===== src/hdl/fetch_pkg.sv =====
/*
 * Shared types and constants for the instruction fetch stage.
 * Holds the PC selectors, bus and pipeline structs, the mtvec decode
 * and the fixed debug entry addresses. Imported by the fetch modules.
 */

package fetch_pkg;

  //////////////////////////////////////////////////////////////////////
  // selectors
  //////////////////////////////////////////////////////////////////////

  // source of the next PC on a redirect
  typedef enum logic [2:0] {
    PC_BOOT,
    PC_JUMP,
    PC_EXC,
    PC_ERET,
    PC_DRET
  } pc_sel_e;

  // kind of handler taken on PC_EXC
  typedef enum logic [1:0] {
    EXC_PC_EXC,
    EXC_PC_IRQ,
    EXC_PC_DBD,
    EXC_PC_DBG_EXC
  } exc_pc_sel_e;

  //////////////////////////////////////////////////////////////////////
  // CSR views
  //////////////////////////////////////////////////////////////////////

  // legacy mtvec, 256-byte aligned base, mode bit 0 is vectored
  typedef struct packed {
    logic [23:0] base;
    logic [5:0]  rsvd;
    logic [1:0]  mode;
  } mtvec_legacy_t;

  // cheri mtvec, word aligned base
  typedef struct packed {
    logic [29:0] base;
    logic [1:0]  mode;
  } mtvec_cheri_t;

  // same csr word, decoded by mode bit and pmode
  typedef union packed {
    mtvec_legacy_t legacy;
    mtvec_cheri_t  cheri;
  } mtvec_u;

  typedef struct packed {
    logic [31:0] mepc;
    logic [31:0] depc;
    mtvec_u      mtvec;
  } csr_pcs_t;

  //////////////////////////////////////////////////////////////////////
  // program counter capability
  //////////////////////////////////////////////////////////////////////

  localparam int unsigned PERMS_W = 12;
  // execute permission bit in perms
  localparam int unsigned PERM_EX = 10;

  typedef struct packed {
    logic [32:0]        top33;
    logic [31:0]        base32;
    logic [PERMS_W-1:0] perms;
    logic               valid;
    logic [2:0]         otype;
  } pcc_cap_t;

  //////////////////////////////////////////////////////////////////////
  // instruction bus and pipeline
  //////////////////////////////////////////////////////////////////////

  typedef struct packed {
    logic        req;
    logic [31:0] addr;
  } ibus_req_t;

  typedef struct packed {
    logic        gnt;
    logic        rvalid;
    logic [31:0] rdata;
    logic        err;
  } ibus_rsp_t;

  // one returned word waiting in the fetch unit
  typedef struct packed {
    logic [31:0] rdata;
    logic [31:0] addr;
    logic        err;
  } fetch_word_t;

  // contents of the IF-ID register
  typedef struct packed {
    logic [31:0] rdata;
    logic [31:0] pc;
    logic        fetch_err;
    logic        cheri_acc_vio;
    logic        cheri_bound_vio;
  } if_id_t;

  // fixed entry points and boot offset
  localparam logic [31:0] DM_HALT_ADDR = 32'h1A11_0800;
  localparam logic [31:0] DM_EXC_ADDR  = 32'h1A11_0808;
  localparam logic [7:0]  BOOT_OFFSET  = 8'h80;
  localparam int unsigned INSTR_BYTES  = 4;

endpackage


===== src/hdl/fetch_ctrl.sv =====
/*
 * Handshake control between the fetch unit and the ID stage.
 * Owns the ID valid and new flags and the IF-ID write enable.
 */

module fetch_ctrl (
  input  logic clk_i,
  input  logic rst_ni,
  input  logic fetch_valid_i,
  input  logic id_in_ready_i,
  input  logic pc_set_i,
  input  logic instr_valid_clear_i,
  output logic branch_req_o,
  output logic fetch_ready_o,
  output logic pipe_we_o,
  output logic instr_valid_id_o,
  output logic instr_new_id_o
);

  logic valid_q, valid_d;
  logic new_q, new_d;
  logic accept;

  // every redirect restarts the fetch unit
  assign branch_req_o = pc_set_i;

  // a stalled ID stage holds the word in the fetch unit
  assign fetch_ready_o = id_in_ready_i;

  // word moves into IF-ID
  assign accept    = fetch_valid_i & id_in_ready_i;
  assign pipe_we_o = accept;

  // valid sets on an unsquashed word and holds until cleared
  assign valid_d = (accept & ~pc_set_i) | (valid_q & ~instr_valid_clear_i);

  // new pulses for any write, squashed or not
  assign new_d = accept;

  always_ff @(posedge clk_i or negedge rst_ni) begin
    if (!rst_ni) begin
      valid_q <= 1'b0;
      new_q   <= 1'b0;
    end else begin
      valid_q <= valid_d;
      new_q   <= new_d;
    end
  end

  assign instr_valid_id_o = valid_q;
  assign instr_new_id_o   = new_q;

endmodule


===== src/hdl/fetch_stage.sv =====
/*
 * Instruction fetch stage top level.
 * Connects PC selection, the bus fetch unit, the PCC check, the handshake
 * control and the IF-ID register. Drop in as the IF stage of the core.
 */

module fetch_stage import fetch_pkg::*; (
  input  logic        clk_i,
  input  logic        rst_ni,

  // instruction bus
  output ibus_req_t   ibus_req_o,
  input  ibus_rsp_t   ibus_rsp_i,

  // core control
  input  logic        req_i,
  input  logic        pc_set_i,
  input  pc_sel_e     pc_mux_i,
  input  exc_pc_sel_e exc_pc_mux_i,
  input  logic [5:0]  exc_cause_i,
  input  logic [31:0] branch_target_ex_i,
  input  csr_pcs_t    csrs_i,
  input  logic [31:0] boot_addr_i,
  input  logic        cheri_pmode_i,
  input  logic        debug_mode_i,
  input  pcc_cap_t    pcc_cap_i,
  input  logic        id_in_ready_i,
  input  logic        instr_valid_clear_i,

  // towards ID
  output logic        instr_valid_id_o,
  output logic        instr_new_id_o,
  output if_id_t      id_o,
  output logic [31:0] pc_if_o,
  output logic        if_busy_o,
  output logic        csr_mtvec_init_o
);

  logic        branch_req;
  logic        fetch_ready;
  logic        pipe_we;
  logic        fetch_valid;
  logic [31:0] fetch_addr_n;
  fetch_word_t fetch_word;
  logic        cheri_acc_vio;
  logic        cheri_bound_vio;

  //////////////////////////////////////////////////////////////////////
  // control
  //////////////////////////////////////////////////////////////////////

  fetch_ctrl fetch_ctrl_inst (
    .clk_i               (clk_i),
    .rst_ni              (rst_ni),
    .fetch_valid_i       (fetch_valid),
    .id_in_ready_i       (id_in_ready_i),
    .pc_set_i            (pc_set_i),
    .instr_valid_clear_i (instr_valid_clear_i),
    .branch_req_o        (branch_req),
    .fetch_ready_o       (fetch_ready),
    .pipe_we_o           (pipe_we),
    .instr_valid_id_o    (instr_valid_id_o),
    .instr_new_id_o      (instr_new_id_o)
  );

  // low five cause bits are the irq id
  pc_select pc_select_inst (
    .pc_mux_i         (pc_mux_i),
    .pc_set_i         (pc_set_i),
    .exc_pc_mux_i     (exc_pc_mux_i),
    .irq_id_i         (exc_cause_i[4:0]),
    .boot_addr_i      (boot_addr_i),
    .branch_target_i  (branch_target_ex_i),
    .csrs_i           (csrs_i),
    .cheri_pmode_i    (cheri_pmode_i),
    .fetch_addr_n_o   (fetch_addr_n),
    .csr_mtvec_init_o (csr_mtvec_init_o)
  );

  //////////////////////////////////////////////////////////////////////
  // datapath
  //////////////////////////////////////////////////////////////////////

  fetch_unit fetch_unit_inst (
    .clk_i     (clk_i),
    .rst_ni    (rst_ni),
    .req_i     (req_i),
    .branch_i  (branch_req),
    .addr_i    (fetch_addr_n),
    .ready_i   (fetch_ready),
    .bus_rsp_i (ibus_rsp_i),
    .bus_req_o (ibus_req_o),
    .valid_o   (fetch_valid),
    .word_o    (fetch_word),
    .busy_o    (if_busy_o)
  );

  // checks the held word's address
  pcc_fetch_check pcc_fetch_check_inst (
    .pc_i          (fetch_word.addr),
    .pcc_cap_i     (pcc_cap_i),
    .cheri_pmode_i (cheri_pmode_i),
    .debug_mode_i  (debug_mode_i),
    .acc_vio_o     (cheri_acc_vio),
    .bound_vio_o   (cheri_bound_vio)
  );

  if_id_reg if_id_reg_inst (
    .clk_i       (clk_i),
    .rst_ni      (rst_ni),
    .we_i        (pipe_we),
    .word_i      (fetch_word),
    .acc_vio_i   (cheri_acc_vio),
    .bound_vio_i (cheri_bound_vio),
    .id_o        (id_o)
  );

  assign pc_if_o = fetch_word.addr;

endmodule


===== src/hdl/fetch_unit.sv =====
/*
 * Single-word instruction fetch unit.
 * Masters the instruction bus with at most one request outstanding and
 * holds one returned word until the pipeline accepts it.
 */

module fetch_unit import fetch_pkg::*; (
  input  logic        clk_i,
  input  logic        rst_ni,
  input  logic        req_i,
  input  logic        branch_i,
  input  logic [31:0] addr_i,
  input  logic        ready_i,
  input  ibus_rsp_t   bus_rsp_i,
  output ibus_req_t   bus_req_o,
  output logic        valid_o,
  output fetch_word_t word_o,
  output logic        busy_o
);

  typedef enum logic [1:0] {
    ST_IDLE,
    ST_REQ,
    ST_WAIT,
    ST_HOLD
  } fu_state_e;

  fu_state_e   state_q, state_d;
  fu_state_e   resume;
  // bus address while requesting, next fetch address otherwise
  logic [31:0] addr_q, addr_d;
  // redirect target parked while an ungranted request is on the bus
  logic [31:0] stash_q, stash_d;
  logic        discard_q, discard_d;
  logic        armed_q, armed_d;
  fetch_word_t word_q, word_d;

  // where to go once the bus is free again
  assign resume = req_i ? ST_REQ : ST_IDLE;

  always_comb begin
    state_d   = state_q;
    addr_d    = addr_q;
    stash_d   = stash_q;
    discard_d = discard_q;
    armed_d   = armed_q | branch_i;
    word_d    = word_q;

    unique case (state_q)
      ST_IDLE: begin
        if (branch_i) begin
          addr_d  = addr_i;
          state_d = resume;
        end else if (req_i && armed_q) begin
          state_d = ST_REQ;
        end
      end
      ST_REQ: begin
        // address must stay put until granted
        if (bus_rsp_i.gnt) begin
          state_d = ST_WAIT;
          if (branch_i) begin
            addr_d    = addr_i;
            discard_d = 1'b1;
          end else if (discard_q) begin
            addr_d = stash_q;
          end
        end else if (branch_i) begin
          stash_d   = addr_i;
          discard_d = 1'b1;
        end
      end
      ST_WAIT: begin
        if (bus_rsp_i.rvalid) begin
          if (discard_q || branch_i) begin
            // stale response, drop it
            discard_d = 1'b0;
            state_d   = resume;
          end else begin
            word_d.rdata = bus_rsp_i.rdata;
            word_d.addr  = addr_q;
            word_d.err   = bus_rsp_i.err;
            addr_d       = addr_q + 32'(INSTR_BYTES);
            state_d      = ST_HOLD;
          end
        end else if (branch_i) begin
          discard_d = 1'b1;
        end
        if (branch_i) begin
          addr_d = addr_i;
        end
      end
      ST_HOLD: begin
        // a redirect wins over acceptance and drops the held word
        if (branch_i) begin
          addr_d  = addr_i;
          state_d = resume;
        end else if (ready_i) begin
          state_d = resume;
        end
      end
    endcase
  end

  always_ff @(posedge clk_i or negedge rst_ni) begin
    if (!rst_ni) begin
      state_q   <= ST_IDLE;
      addr_q    <= '0;
      stash_q   <= '0;
      discard_q <= 1'b0;
      armed_q   <= 1'b0;
      word_q    <= '0;
    end else begin
      state_q   <= state_d;
      addr_q    <= addr_d;
      stash_q   <= stash_d;
      discard_q <= discard_d;
      armed_q   <= armed_d;
      word_q    <= word_d;
    end
  end

  assign bus_req_o.req  = (state_q == ST_REQ);
  assign bus_req_o.addr = addr_q;
  assign valid_o        = (state_q == ST_HOLD);
  assign word_o         = word_q;
  assign busy_o         = (state_q == ST_REQ) | (state_q == ST_WAIT);

endmodule


===== src/hdl/if_id_reg.sv =====
/*
 * IF-ID pipeline register.
 * Captures instruction, PC and fault flags when the ID stage takes a word,
 * and stays frozen otherwise.
 */

module if_id_reg import fetch_pkg::*; (
  input  logic        clk_i,
  input  logic        rst_ni,
  input  logic        we_i,
  input  fetch_word_t word_i,
  input  logic        acc_vio_i,
  input  logic        bound_vio_i,
  output if_id_t      id_o
);

  if_id_t id_q;
  logic   any_err;

  // bus error and both cheri faults all mark the fetch as failed
  assign any_err = word_i.err | acc_vio_i | bound_vio_i;

  always_ff @(posedge clk_i or negedge rst_ni) begin
    if (!rst_ni) begin
      id_q <= '0;
    end else if (we_i) begin
      id_q.rdata           <= word_i.rdata;
      id_q.pc              <= word_i.addr;
      id_q.fetch_err       <= any_err;
      // cheri causes kept apart for mcause selection in ID
      id_q.cheri_acc_vio   <= acc_vio_i;
      id_q.cheri_bound_vio <= bound_vio_i;
    end
  end

  assign id_o = id_q;

endmodule


===== src/hdl/pc_select.sv =====
/*
 * Next fetch address mux for redirects.
 * Picks boot, jump, return or handler address, decodes mtvec in legacy
 * or CHERI form and flags mtvec init on boot. Purely combinational.
 */

module pc_select import fetch_pkg::*; (
  input  pc_sel_e     pc_mux_i,
  input  logic        pc_set_i,
  input  exc_pc_sel_e exc_pc_mux_i,
  input  logic [4:0]  irq_id_i,
  input  logic [31:0] boot_addr_i,
  input  logic [31:0] branch_target_i,
  input  csr_pcs_t    csrs_i,
  input  logic        cheri_pmode_i,
  output logic [31:0] fetch_addr_n_o,
  output logic        csr_mtvec_init_o
);

  logic        use_legacy;
  logic [31:0] exc_pc;

  // legacy decode when vectored mode is set or outside cheri mode
  assign use_legacy = csrs_i.mtvec.legacy.mode[0] | ~cheri_pmode_i;

  // handler address
  always_comb begin
    unique case (exc_pc_mux_i)
      EXC_PC_EXC: begin
        exc_pc = use_legacy ? {csrs_i.mtvec.legacy.base, 8'h00} :
                              {csrs_i.mtvec.cheri.base, 2'b00};
      end
      EXC_PC_IRQ: begin
        // vectored entry at base + 4*irq_id
        exc_pc = use_legacy ? {csrs_i.mtvec.legacy.base, 1'b0, irq_id_i, 2'b00} :
                              {csrs_i.mtvec.cheri.base, 2'b00};
      end
      EXC_PC_DBD:     exc_pc = DM_HALT_ADDR;
      EXC_PC_DBG_EXC: exc_pc = DM_EXC_ADDR;
    endcase
  end

  // next fetch address
  always_comb begin
    unique case (pc_mux_i)
      PC_BOOT: fetch_addr_n_o = {boot_addr_i[31:8], BOOT_OFFSET};
      PC_JUMP: fetch_addr_n_o = branch_target_i;
      PC_EXC:  fetch_addr_n_o = exc_pc;
      // return from trap
      PC_ERET: fetch_addr_n_o = csrs_i.mepc;
      // return from debug mode
      PC_DRET: fetch_addr_n_o = csrs_i.depc;
      default: fetch_addr_n_o = {boot_addr_i[31:8], BOOT_OFFSET};
    endcase
  end

  // csr file loads mtvec from the boot address in the same cycle
  assign csr_mtvec_init_o = pc_set_i & (pc_mux_i == PC_BOOT);

endmodule


===== src/hdl/pcc_fetch_check.sv =====
/*
 * CHERI check of the fetch PC against the program counter capability.
 * Flags permission/tag/seal faults and base or top bound faults.
 */

module pcc_fetch_check import fetch_pkg::*; (
  input  logic [31:0] pc_i,
  input  pcc_cap_t    pcc_cap_i,
  input  logic        cheri_pmode_i,
  input  logic        debug_mode_i,
  output logic        acc_vio_o,
  output logic        bound_vio_o
);

  logic [33:0] hdrm;
  logic        hdrm_ok;
  logic        base_ok;
  logic        chk_en;

  // no checks in legacy mode or while in debug
  assign chk_en = cheri_pmode_i & ~debug_mode_i;

  // bytes left between pc and top, sign bit set when pc is past top
  assign hdrm    = {1'b0, pcc_cap_i.top33} - {2'b00, pc_i};
  assign hdrm_ok = ~hdrm[33] & (hdrm[32:0] >= 33'(INSTR_BYTES));
  assign base_ok = (pc_i >= pcc_cap_i.base32);

  assign bound_vio_o = chk_en & ~(base_ok & hdrm_ok);

  // missing execute, cleared tag or sealed capability
  assign acc_vio_o = chk_en & (~pcc_cap_i.perms[PERM_EX] |
                               ~pcc_cap_i.valid |
                               (|pcc_cap_i.otype));

endmodule


===== config.mk =====
export PLATFORM = sky130hd
export DESIGN_NAME = fetch_stage
export DESIGN_NICKNAME = d
export VERILOG_FILES = /design/src/hdl/fetch_pkg.sv /design/src/hdl/fetch_ctrl.sv /design/src/hdl/fetch_stage.sv /design/src/hdl/fetch_unit.sv /design/src/hdl/if_id_reg.sv /design/src/hdl/pc_select.sv /design/src/hdl/pcc_fetch_check.sv
export SDC_FILE = /design/constraint.sdc
export NUM_CORES = 1
export LEC_CHECK = 0
export BUFFER_PORTS_ARGS = -buffer_cell sky130_fd_sc_hd__buf_2
export CELL_PAD_IN_SITES_DETAIL_PLACEMENT = 0
export CELL_PAD_IN_SITES_GLOBAL_PLACEMENT = 1
export CORE_ASPECT_RATIO = 1.2
export CORE_MARGIN = 5
export CORE_UTILIZATION = 38
export DETAILED_ROUTE_END_ITERATION = 10
export PLACE_DENSITY_LB_ADDON = 0.15
export SYNTH_ARGS = -nofsm -noshare
export SYNTH_HDL_FRONTEND = slang
export SYNTH_SLANG_ARGS = --single-unit

===== constraint.sdc =====
create_clock -name clk_i -period 3.8 [get_ports clk_i]
set_input_delay 0.38 -clock clk_i [delete_from_list [all_inputs] [get_ports clk_i]]
set_output_delay 0.38 -clock clk_i [all_outputs]
set_load 0.02 [all_outputs]

==> summary.md, run 1 <==
| Metric | Value |
|---|---|
| Worst-case clock skew | `0.0122 ns` |
| Critical path fanouts, max | `6` |
| Category of the worst setup path launch point | `flip-flop` |
| Number of buffers created by CTS | `22` |
| Per-instance average area after synthesis | `8.93 um^2` |
| Via count of the first global-routing pass | `12600` |
| Starting density of the core | `38.3%` |
| Slew at the pin closest to its max-slew limit | `1.02 ns` |
| Result of the run | `finished clean` |
| Global-route wire length before repair | `71100 um` |
| Pre-CTS worst setup slack | `-0.0440 ns` |
| Total of buffers placed on input and output ports | `409` |
| Worst reg2reg path depth | `15` |
| Placed wire-length estimate | `38300 um` |
| Clock net sink count | `202` |
| Die width | `179 um` |
| Worst Setup Slack, final | `0.198 ns` |
| Clock slew at the register clock pins of the worst setup and hold paths | `0.06 ns` |
| Hold Path Cell Cnt | `2` |
| I/O pins | `431` |
| Via Count | `12200` |
| Ys Warns | `0` |
| Average wire per standard cell | `20.5 um` |
| Level count of the clock H-tree | `1` |
| Total of max-cap violations | `0` |
| Max Freq | `278 MHz` |
| Final critical-path required period | `3.60 ns` |
| Antenna-violating nets left | `0` |
| Seq cells post-synth | `202` |
| Largest buffer count on any clock path | `3` |
| Initial antenna violation count | `4` |
| Later-pin clock latency in the skew report | `0.53 ns` |
| TritonCTS clock tree | `done` |
| Final weighted congestion of routability-driven global placement | `0.939` |
| Pwr per Cell Area | `789 nW/um^2` |
| Final count of hold timing violations | `0` |
| Endpoint required time on the critical path | `4.26 ns` |
| Overall power after layout | `12800 uW` |
| Iteration-0 DRC count of the detailed router | `649` |
| Net count after synthesis | `1819` |
| Endpoint kind of the worst setup timing path | `flip-flop` |
| Number of instances in the synthesized netlist | `1453` |
| Fraction of final layout cells sized beyond drive strength 1 | `33.3%` |
| Class of the tightest hold or removal check | `input port to flip-flop` |
| Number of vias per cell after detailed routing | `5.30` |
| Post-synth EDFFs | `0` |
| Standby leakage power | `0.00805 uW` |
| Worst voltage drop across the vdd grid | `0.000297 V` |
| Final number of setup-violating endpoints | `0` |
| Unrepaired setup endpoints after global routing | `false` |
| Commonest register cell after synthesis | `sky130_fd_sc_hd__dfrtp_1` |
| Wire length reported by the detailed router | `47000 um` |
| Congestion Overflow GR | `0` |
| Ys async rst share | `100%` |
| Row cnt | `74` |
| Clock Root Buffer | `sky130_fd_sc_hd__clkbuf_16` |
| Area growth, synth to finish | `25.0%` |
| Die Y | `212 um` |
| Core area | `33900 um^2` |
| Final nets | `2191` |
| Period utilization | `94.8%` |
| GRT Resource Usage Total | `24.0%` |
| Worst Setup Path Type | `flip-flop to flip-flop` |
| Maximum number of pins on one net before global-route repair | `98` |
| DRC errors left | `0` |
| Relative slew slack | `31.8%` |
| Critical path arrival | `4.07 ns` |
| Pre-Repair DR Iteration Count | `5` |
| Post-Syn Area | `13000 um^2` |
| Seq/Total Area, Yosys | `39.0%` |
| Yosys cell types | `78` |
| Pins Over Slew Limit | `0` |
| Area enclosed by the die boundary | `37900 um^2` |
-- path summary, 6_finish.rpt --
kind,end,slack [ns],start
max in group asynchronous,if_id_reg_inst.id_o[10],2.34,rst_ni
min,fetch_unit_inst.word_o[43],0.08,ibus_rsp_i[11]
min in group asynchronous,fetch_unit_inst.word_o[41],0.44,rst_ni
min reg2reg,if_id_reg_inst.id_o[19],0.47,if_id_reg_inst.id_o[19]
max reg2reg,if_id_reg_inst.id_o[0],0.20,fetch_unit_inst.word_o[24]
max,if_id_reg_inst.id_o[0],0.20,fetch_unit_inst.word_o[24]
-- stage by stage --
step                cell area (um^2)  hold WS (ns)  cells  TNS, ns  util, %
finish                         16200        0.0821   2298        0     47.8
global route                   16200        0.0526   2298        0     47.8
CTS                            16200        0.0522   2296        0     47.8
detailed placement             15400         0.441   2255  -0.0440     45.5
global placement               15400         0.433   2255        0     45.5
floorplan                      13000        0.0844   1453        0        -
-- report_power, final --
group / leakage (uW) / switching [uW] / internal (uW)
registers: 0.00252 / 734 / 3080
logic: 0.00517 / 4170 / 2570
clock network: 0.000370 / 903 / 1330
total: 0.00805 / 5810 / 6980
-- cells in the final DEF (no fill, tap or decap), types with 8 or more instances in the layout --
cell,instances
sky130_fd_sc_hd__buf_4,47
sky130_fd_sc_hd__a221o_1,10
sky130_fd_sc_hd__nand2b_1,8
sky130_fd_sc_hd__a211oi_1,13
sky130_fd_sc_hd__mux2_2,90
sky130_fd_sc_hd__nand2_1,197
sky130_fd_sc_hd__nor2_1,86
sky130_fd_sc_hd__xnor2_1,10
sky130_fd_sc_hd__mux2i_1,26
sky130_fd_sc_hd__a21oi_1,93
sky130_fd_sc_hd__o21ai_0,167
sky130_fd_sc_hd__clkbuf_16,22
sky130_fd_sc_hd__a22oi_1,9
sky130_fd_sc_hd__nand4_1,25
sky130_fd_sc_hd__a221oi_1,26
sky130_fd_sc_hd__ha_1,69
sky130_fd_sc_hd__o21a_1,15
sky130_fd_sc_hd__a222oi_1,8
sky130_fd_sc_hd__dfrtp_1,202
sky130_fd_sc_hd__o22ai_1,10
sky130_fd_sc_hd__buf_2,408
sky130_fd_sc_hd__nand3_1,18
sky130_fd_sc_hd__a21o_1,19
sky130_fd_sc_hd__inv_1,87
sky130_fd_sc_hd__nor2b_1,16
-- repair_timing --
item,CTS,global route
hold buffers,2,0
cloned,0,0
hold endpoints to repair,72,0
gates resized for setup,2,4
setup endpoints to repair,1,1
buffers inserted,0,0
-- critical path, stage by stage, from the launching register on --
cell,delay [ns]
sky130_fd_sc_hd__dfrtp_1,0.39
sky130_fd_sc_hd__inv_1,0.09
sky130_fd_sc_hd__ha_1,0.29
sky130_fd_sc_hd__buf_4,0.16
sky130_fd_sc_hd__nand2_1,0.09
sky130_fd_sc_hd__o21ai_1,0.09
sky130_fd_sc_hd__a221oi_1,0.42
sky130_fd_sc_hd__nor2_1,0.16
sky130_fd_sc_hd__or3_1,0.41
sky130_fd_sc_hd__a2111oi_2,0.38
sky130_fd_sc_hd__buf_4,0.18
sky130_fd_sc_hd__nand4_1,0.10
sky130_fd_sc_hd__nor4_2,0.22
sky130_fd_sc_hd__nand4_1,0.19
sky130_fd_sc_hd__a211oi_1,0.27
sky130_fd_sc_hd__a21o_1,0.12
-- routing by layer --
| metal | global-route usage [%] | wire, um |
|---|---|---|
| met1 | 28.7 | 18600 |
| met3 | 3.15 | 2360 |
| met2 | 44.5 | 24700 |
| met4 | 7.28 | 1460 |
| met5 | 0 | 0 |
-- layout make-up --
type,instances,area (um^2)
timing repair buffer,460,2470
sequential,202,5050
fill,3448,17700
antenna,2,5.00
inverter,88,330
clock inverter,10,136
multi-input combinational,1051,7040
clock buffer,29,607
tap,456,571
-- state kept, by name, indices dropped and copies added, names as in the netlist --
name and flops:
if_id_reg_inst.id_o 67, fetch_unit_inst.word_o 65, fetch_unit_inst.addr_q 32, fetch_unit_inst.stash_q 32, fetch_unit_inst.state_q 2, fetch_ctrl_inst.instr_new_id_o 1
fetch_ctrl_inst.instr_valid_id_o 1, fetch_unit_inst.armed_q 1, fetch_unit_inst.discard_q 1
-- synthesized netlist by cell type, drive strengths merged (3+ instances only) --
master   instances  area share (%)
a22o             5            0.34
clkbuf          51             1.5
ha              70             6.8
nand4           26             1.4
nor3             5            0.19
nor4             6            0.57
mux2i           26             2.0
o22ai           10            0.48
a222oi           8            0.62
nand2          198             5.7
and2             6            0.29
dfrtp          202              39
mux2            91             7.9
nor2            88             2.6
a21oi           96             3.8
nand2b           8            0.39
o21ai          174             6.7
o221ai           6            0.41
a22oi            9            0.52
o32ai            3            0.20
o2111ai          4            0.27
a221o           10            0.77
a31oi            7            0.34
inv             87             2.5
nor3b            6            0.35
o31ai            5            0.29
a2111oi          3            0.36
a211oi          14            0.85
o211ai           5            0.33
o21a            15            0.87
xnor2           11            0.74
nor2b           16            0.77
and3             8            0.40
a221oi          26             1.8
o221a            4            0.35
or3              7            0.34
o21bai           3            0.17
or2              5            0.24
a21o            20             1.2
buf             61             3.0
xor2             7            0.47
nand3           18            0.69
-- kinds of logic (layout without fill, tap and decap cells) --
logic type,count (synthesis),count (layout),share of synthesized area [%]
multiplexers,117,117,9.91
other,0,2,0
AO/OA/AOI/OAI,441,441,21.5
adder cells (fa/ha/maj),71,71,6.91
flip-flops,202,202,39.0
XOR/XNOR,18,18,1.22
AND/OR/NAND/NOR,404,404,14.4
buffers and inverters,200,587,7.07
Note: power is estimated with default switching activity, not from simulation.
==> run 2, diff against run 1 <==
- CORE_UTILIZATION: 38 -> 33
==> run 2 against run 1 <==
  * Setup slack gained 0.012 ns
  * Global-route usage shrank 2.1 points
  * Sequential share of layout area decreased by 0.79 points
  * Core utilization fell by 5.0 points
  * Design area up 2.6%
  * Clock skew shrank 0.0019 ns
  * Via count rose by 0.59%
  * Maximum frequency grew 0.34%
  * Sequential power hardly changed
  * Count of clock-buffer cells in the layout is 1 higher
  * Flip-flop and latch count stayed put
  * Critical path type unchanged
  * Critical endpoint is now if_id_reg_inst.id_o[2]
  * Largest cell class unchanged
  * Largest power group unchanged
==> summary.md, run 2 (synthesized netlist as in run 1, its figures left out) <==
| Metric | Value |
|---|---|
| Area enclosed by the die boundary | `43400 um^2` |
| Endpoint kind of the worst setup timing path | `flip-flop` |
| Commonest non-fill, non-tap cell in the layout | `sky130_fd_sc_hd__buf_2` |
| Pre-Repair DR Iteration Count | `5` |
| Class of the tightest hold or removal check | `input port to flip-flop` |
| Overall power after layout | `13200 uW` |
| Total of max-cap violations | `0` |
| Later-pin clock latency in the skew report | `0.54 ns` |
| Die width | `191 um` |
| Count of fill cells added during filler insertion | `4006` |
| Relative slew slack | `35.2%` |
| Worst Setup Path Type | `flip-flop to flip-flop` |
| Level count of the clock H-tree | `1` |
| Placed wire-length estimate | `39800 um` |
| Final count of hold timing violations | `0` |
| Worst Setup Slack, final | `0.210 ns` |
| Pins Over Slew Limit | `0` |
| Row cnt | `79` |
| Result of the run | `finished clean` |
| TritonCTS clock tree | `done` |
| Clock slew at the register clock pins of the worst setup and hold paths | `0.06 ns` |
| Clock Root Buffer | `sky130_fd_sc_hd__clkbuf_16` |
| Largest register FFs | `67` |
| Max Freq | `279 MHz` |
| Cell breakdown of the critical path | `inv_1, ha_1, a21oi_1, o21a_1, nor2_1, nor4_1, buf_4, o21ai_0, xnor2_1, o211ai_1, nor4_4, buf_4, nand4_1, a31oi_1, o31a_1` |
| Via Count | `12300` |
| DRC errors left | `0` |
| Average wire per standard cell | `20.7 um` |
| Clock net sink count | `202` |
| Critical path fanouts, max | `7` |
| Critical path arrival | `4.06 ns` |
| Starting density of the core | `33.4%` |
| Crit path top cell by count | `sky130_fd_sc_hd__buf_4` |
| Top delay family on crit path | `compound AO/OA/AOI/OAI gates` |
| Top library cells by usage in the layout, fill and taps aside | `sky130_fd_sc_hd__buf_2, sky130_fd_sc_hd__dfrtp_1, sky130_fd_sc_hd__nand2_1, sky130_fd_sc_hd__o21ai_0, sky130_fd_sc_hd__mux2_2` |
| Fraction of final layout cells sized beyond drive strength 1 | `35.4%` |
| Antenna-violating nets left | `0` |
| Congestion Overflow GR | `0` |
| Category of the worst setup path launch point | `flip-flop` |
| Wire length reported by the detailed router | `49300 um` |
| Largest buffer count on any clock path | `3` |
| Endpoint required time on the critical path | `4.27 ns` |
| Area growth, synth to finish | `28.3%` |
| Initial antenna violation count | `2` |
| Global-route wire length before repair | `73800 um` |
| Final nets | `2210` |
| Worst-case clock skew | `0.0103 ns` |
| Pre-CTS worst setup slack | `-0.0159 ns` |
| Worst stage delay on the critical path | `0.41 ns` |
| GRT Resource Usage Total | `21.8%` |
| Total of buffers placed on input and output ports | `409` |
| Number of buffers and inverters on the critical path | `3` |
| Via count of the first global-routing pass | `12600` |
| Final weighted congestion of routability-driven global placement | `0.913` |
| Slew at the pin closest to its max-slew limit | `0.968 ns` |
| Pwr per Cell Area | `792 nW/um^2` |
| Final number of setup-violating endpoints | `0` |
| Maximum number of pins on one net before global-route repair | `98` |
| Number of vias per cell after detailed routing | `5.14` |
| Core area | `38800 um^2` |
| Iteration-0 DRC count of the detailed router | `666` |
| Standby leakage power | `0.00814 uW` |
| Period utilization | `94.5%` |
| I/O pins | `431` |
| Die Y | `227 um` |
| Number of buffers created by CTS | `24` |
| Final critical-path required period | `3.59 ns` |
| Worst voltage drop across the vdd grid | `0.000375 V` |
| Library cell contributing the largest single delay on the critical path | `sky130_fd_sc_hd__ha_1` |
-- run 2: cell types whose count changed in the layout (fill, tap and decap cells not counted), sizes merged --
cell / change
inv: +1
buf: +17
clkinv: -1
bufinv: -2
clkbuf: +1
clkinvlp: +3
-- run 2: final cells by class --
class	instances	area [um^2]	area share, %
Multi-Input combinational cell	1051	7240	43.5
Clock buffer	30	643	3.87
Timing Repair Buffer	477	2600	15.6
Sequential cell	202	5050	30.4
Inverter	88	330	1.99
Clock inverter	11	103	0.617
Tap cell	526	658	3.96
Antenna cell	2	5.00	0.0301
-- run 2: repair_timing --
item,in CTS,in global routing
gates resized for setup,6,40
hold endpoints to repair,72,0
endpoints found under the setup margin,1,2
hold buffers,2,0
pin swaps,2,14
setup buffers,0,5
-- run 2: through the flow --
step                      setup TNS (ns)  hold WS, ns  util (%)  cell area, um^2  instances
after floorplan                        0       0.0844         -            13000       1453
after global placement           -0.0141        0.456      40.1            15600       2337
after detailed placement         -0.0159        0.456      40.1            15600       2337
after CTS                              0       0.0477      42.2            16400       2380
after global routing            -0.00226       0.0557      42.8            16600       2387
final                                  0       0.0799      42.8            16600       2387
-- run 2: path summary, 6_finish.rpt --
kind | start | to | slack (ns) | cells past startpoint
max | fetch_unit_inst.word_o[13] | if_id_reg_inst.id_o[2] | 0.21 | 15
min in group asynchronous | rst_ni | fetch_unit_inst.stash_q[21] | 0.45 | 2
max reg2reg | fetch_unit_inst.word_o[13] | if_id_reg_inst.id_o[2] | 0.21 | 15
min reg2reg | fetch_unit_inst.armed_q | fetch_unit_inst.armed_q | 0.47 | 1
min | ibus_rsp_i[32] | fetch_unit_inst.word_o[64] | 0.08 | 2
max in group asynchronous | rst_ni | if_id_reg_inst.id_o[44] | 2.39 | 3
-- run 2: report_power, final --
part	switching, uW	total (uW)	internal, uW
sequential	726	3810	3080
combinational	4370	7130	2760
clock	961	2230	1270
-- run 2: routing by layer --
layer / global-route usage (%) / part of all wire [%] / up-vias
met1: 26.6 / 40 / 5841
met3: 3.28 / 5.2 / 51
met5: 0 / 0 / -
li1: - / - / 5989
met2: 40.4 / 52 / 378
met4: 5.63 / 2.2 / 0
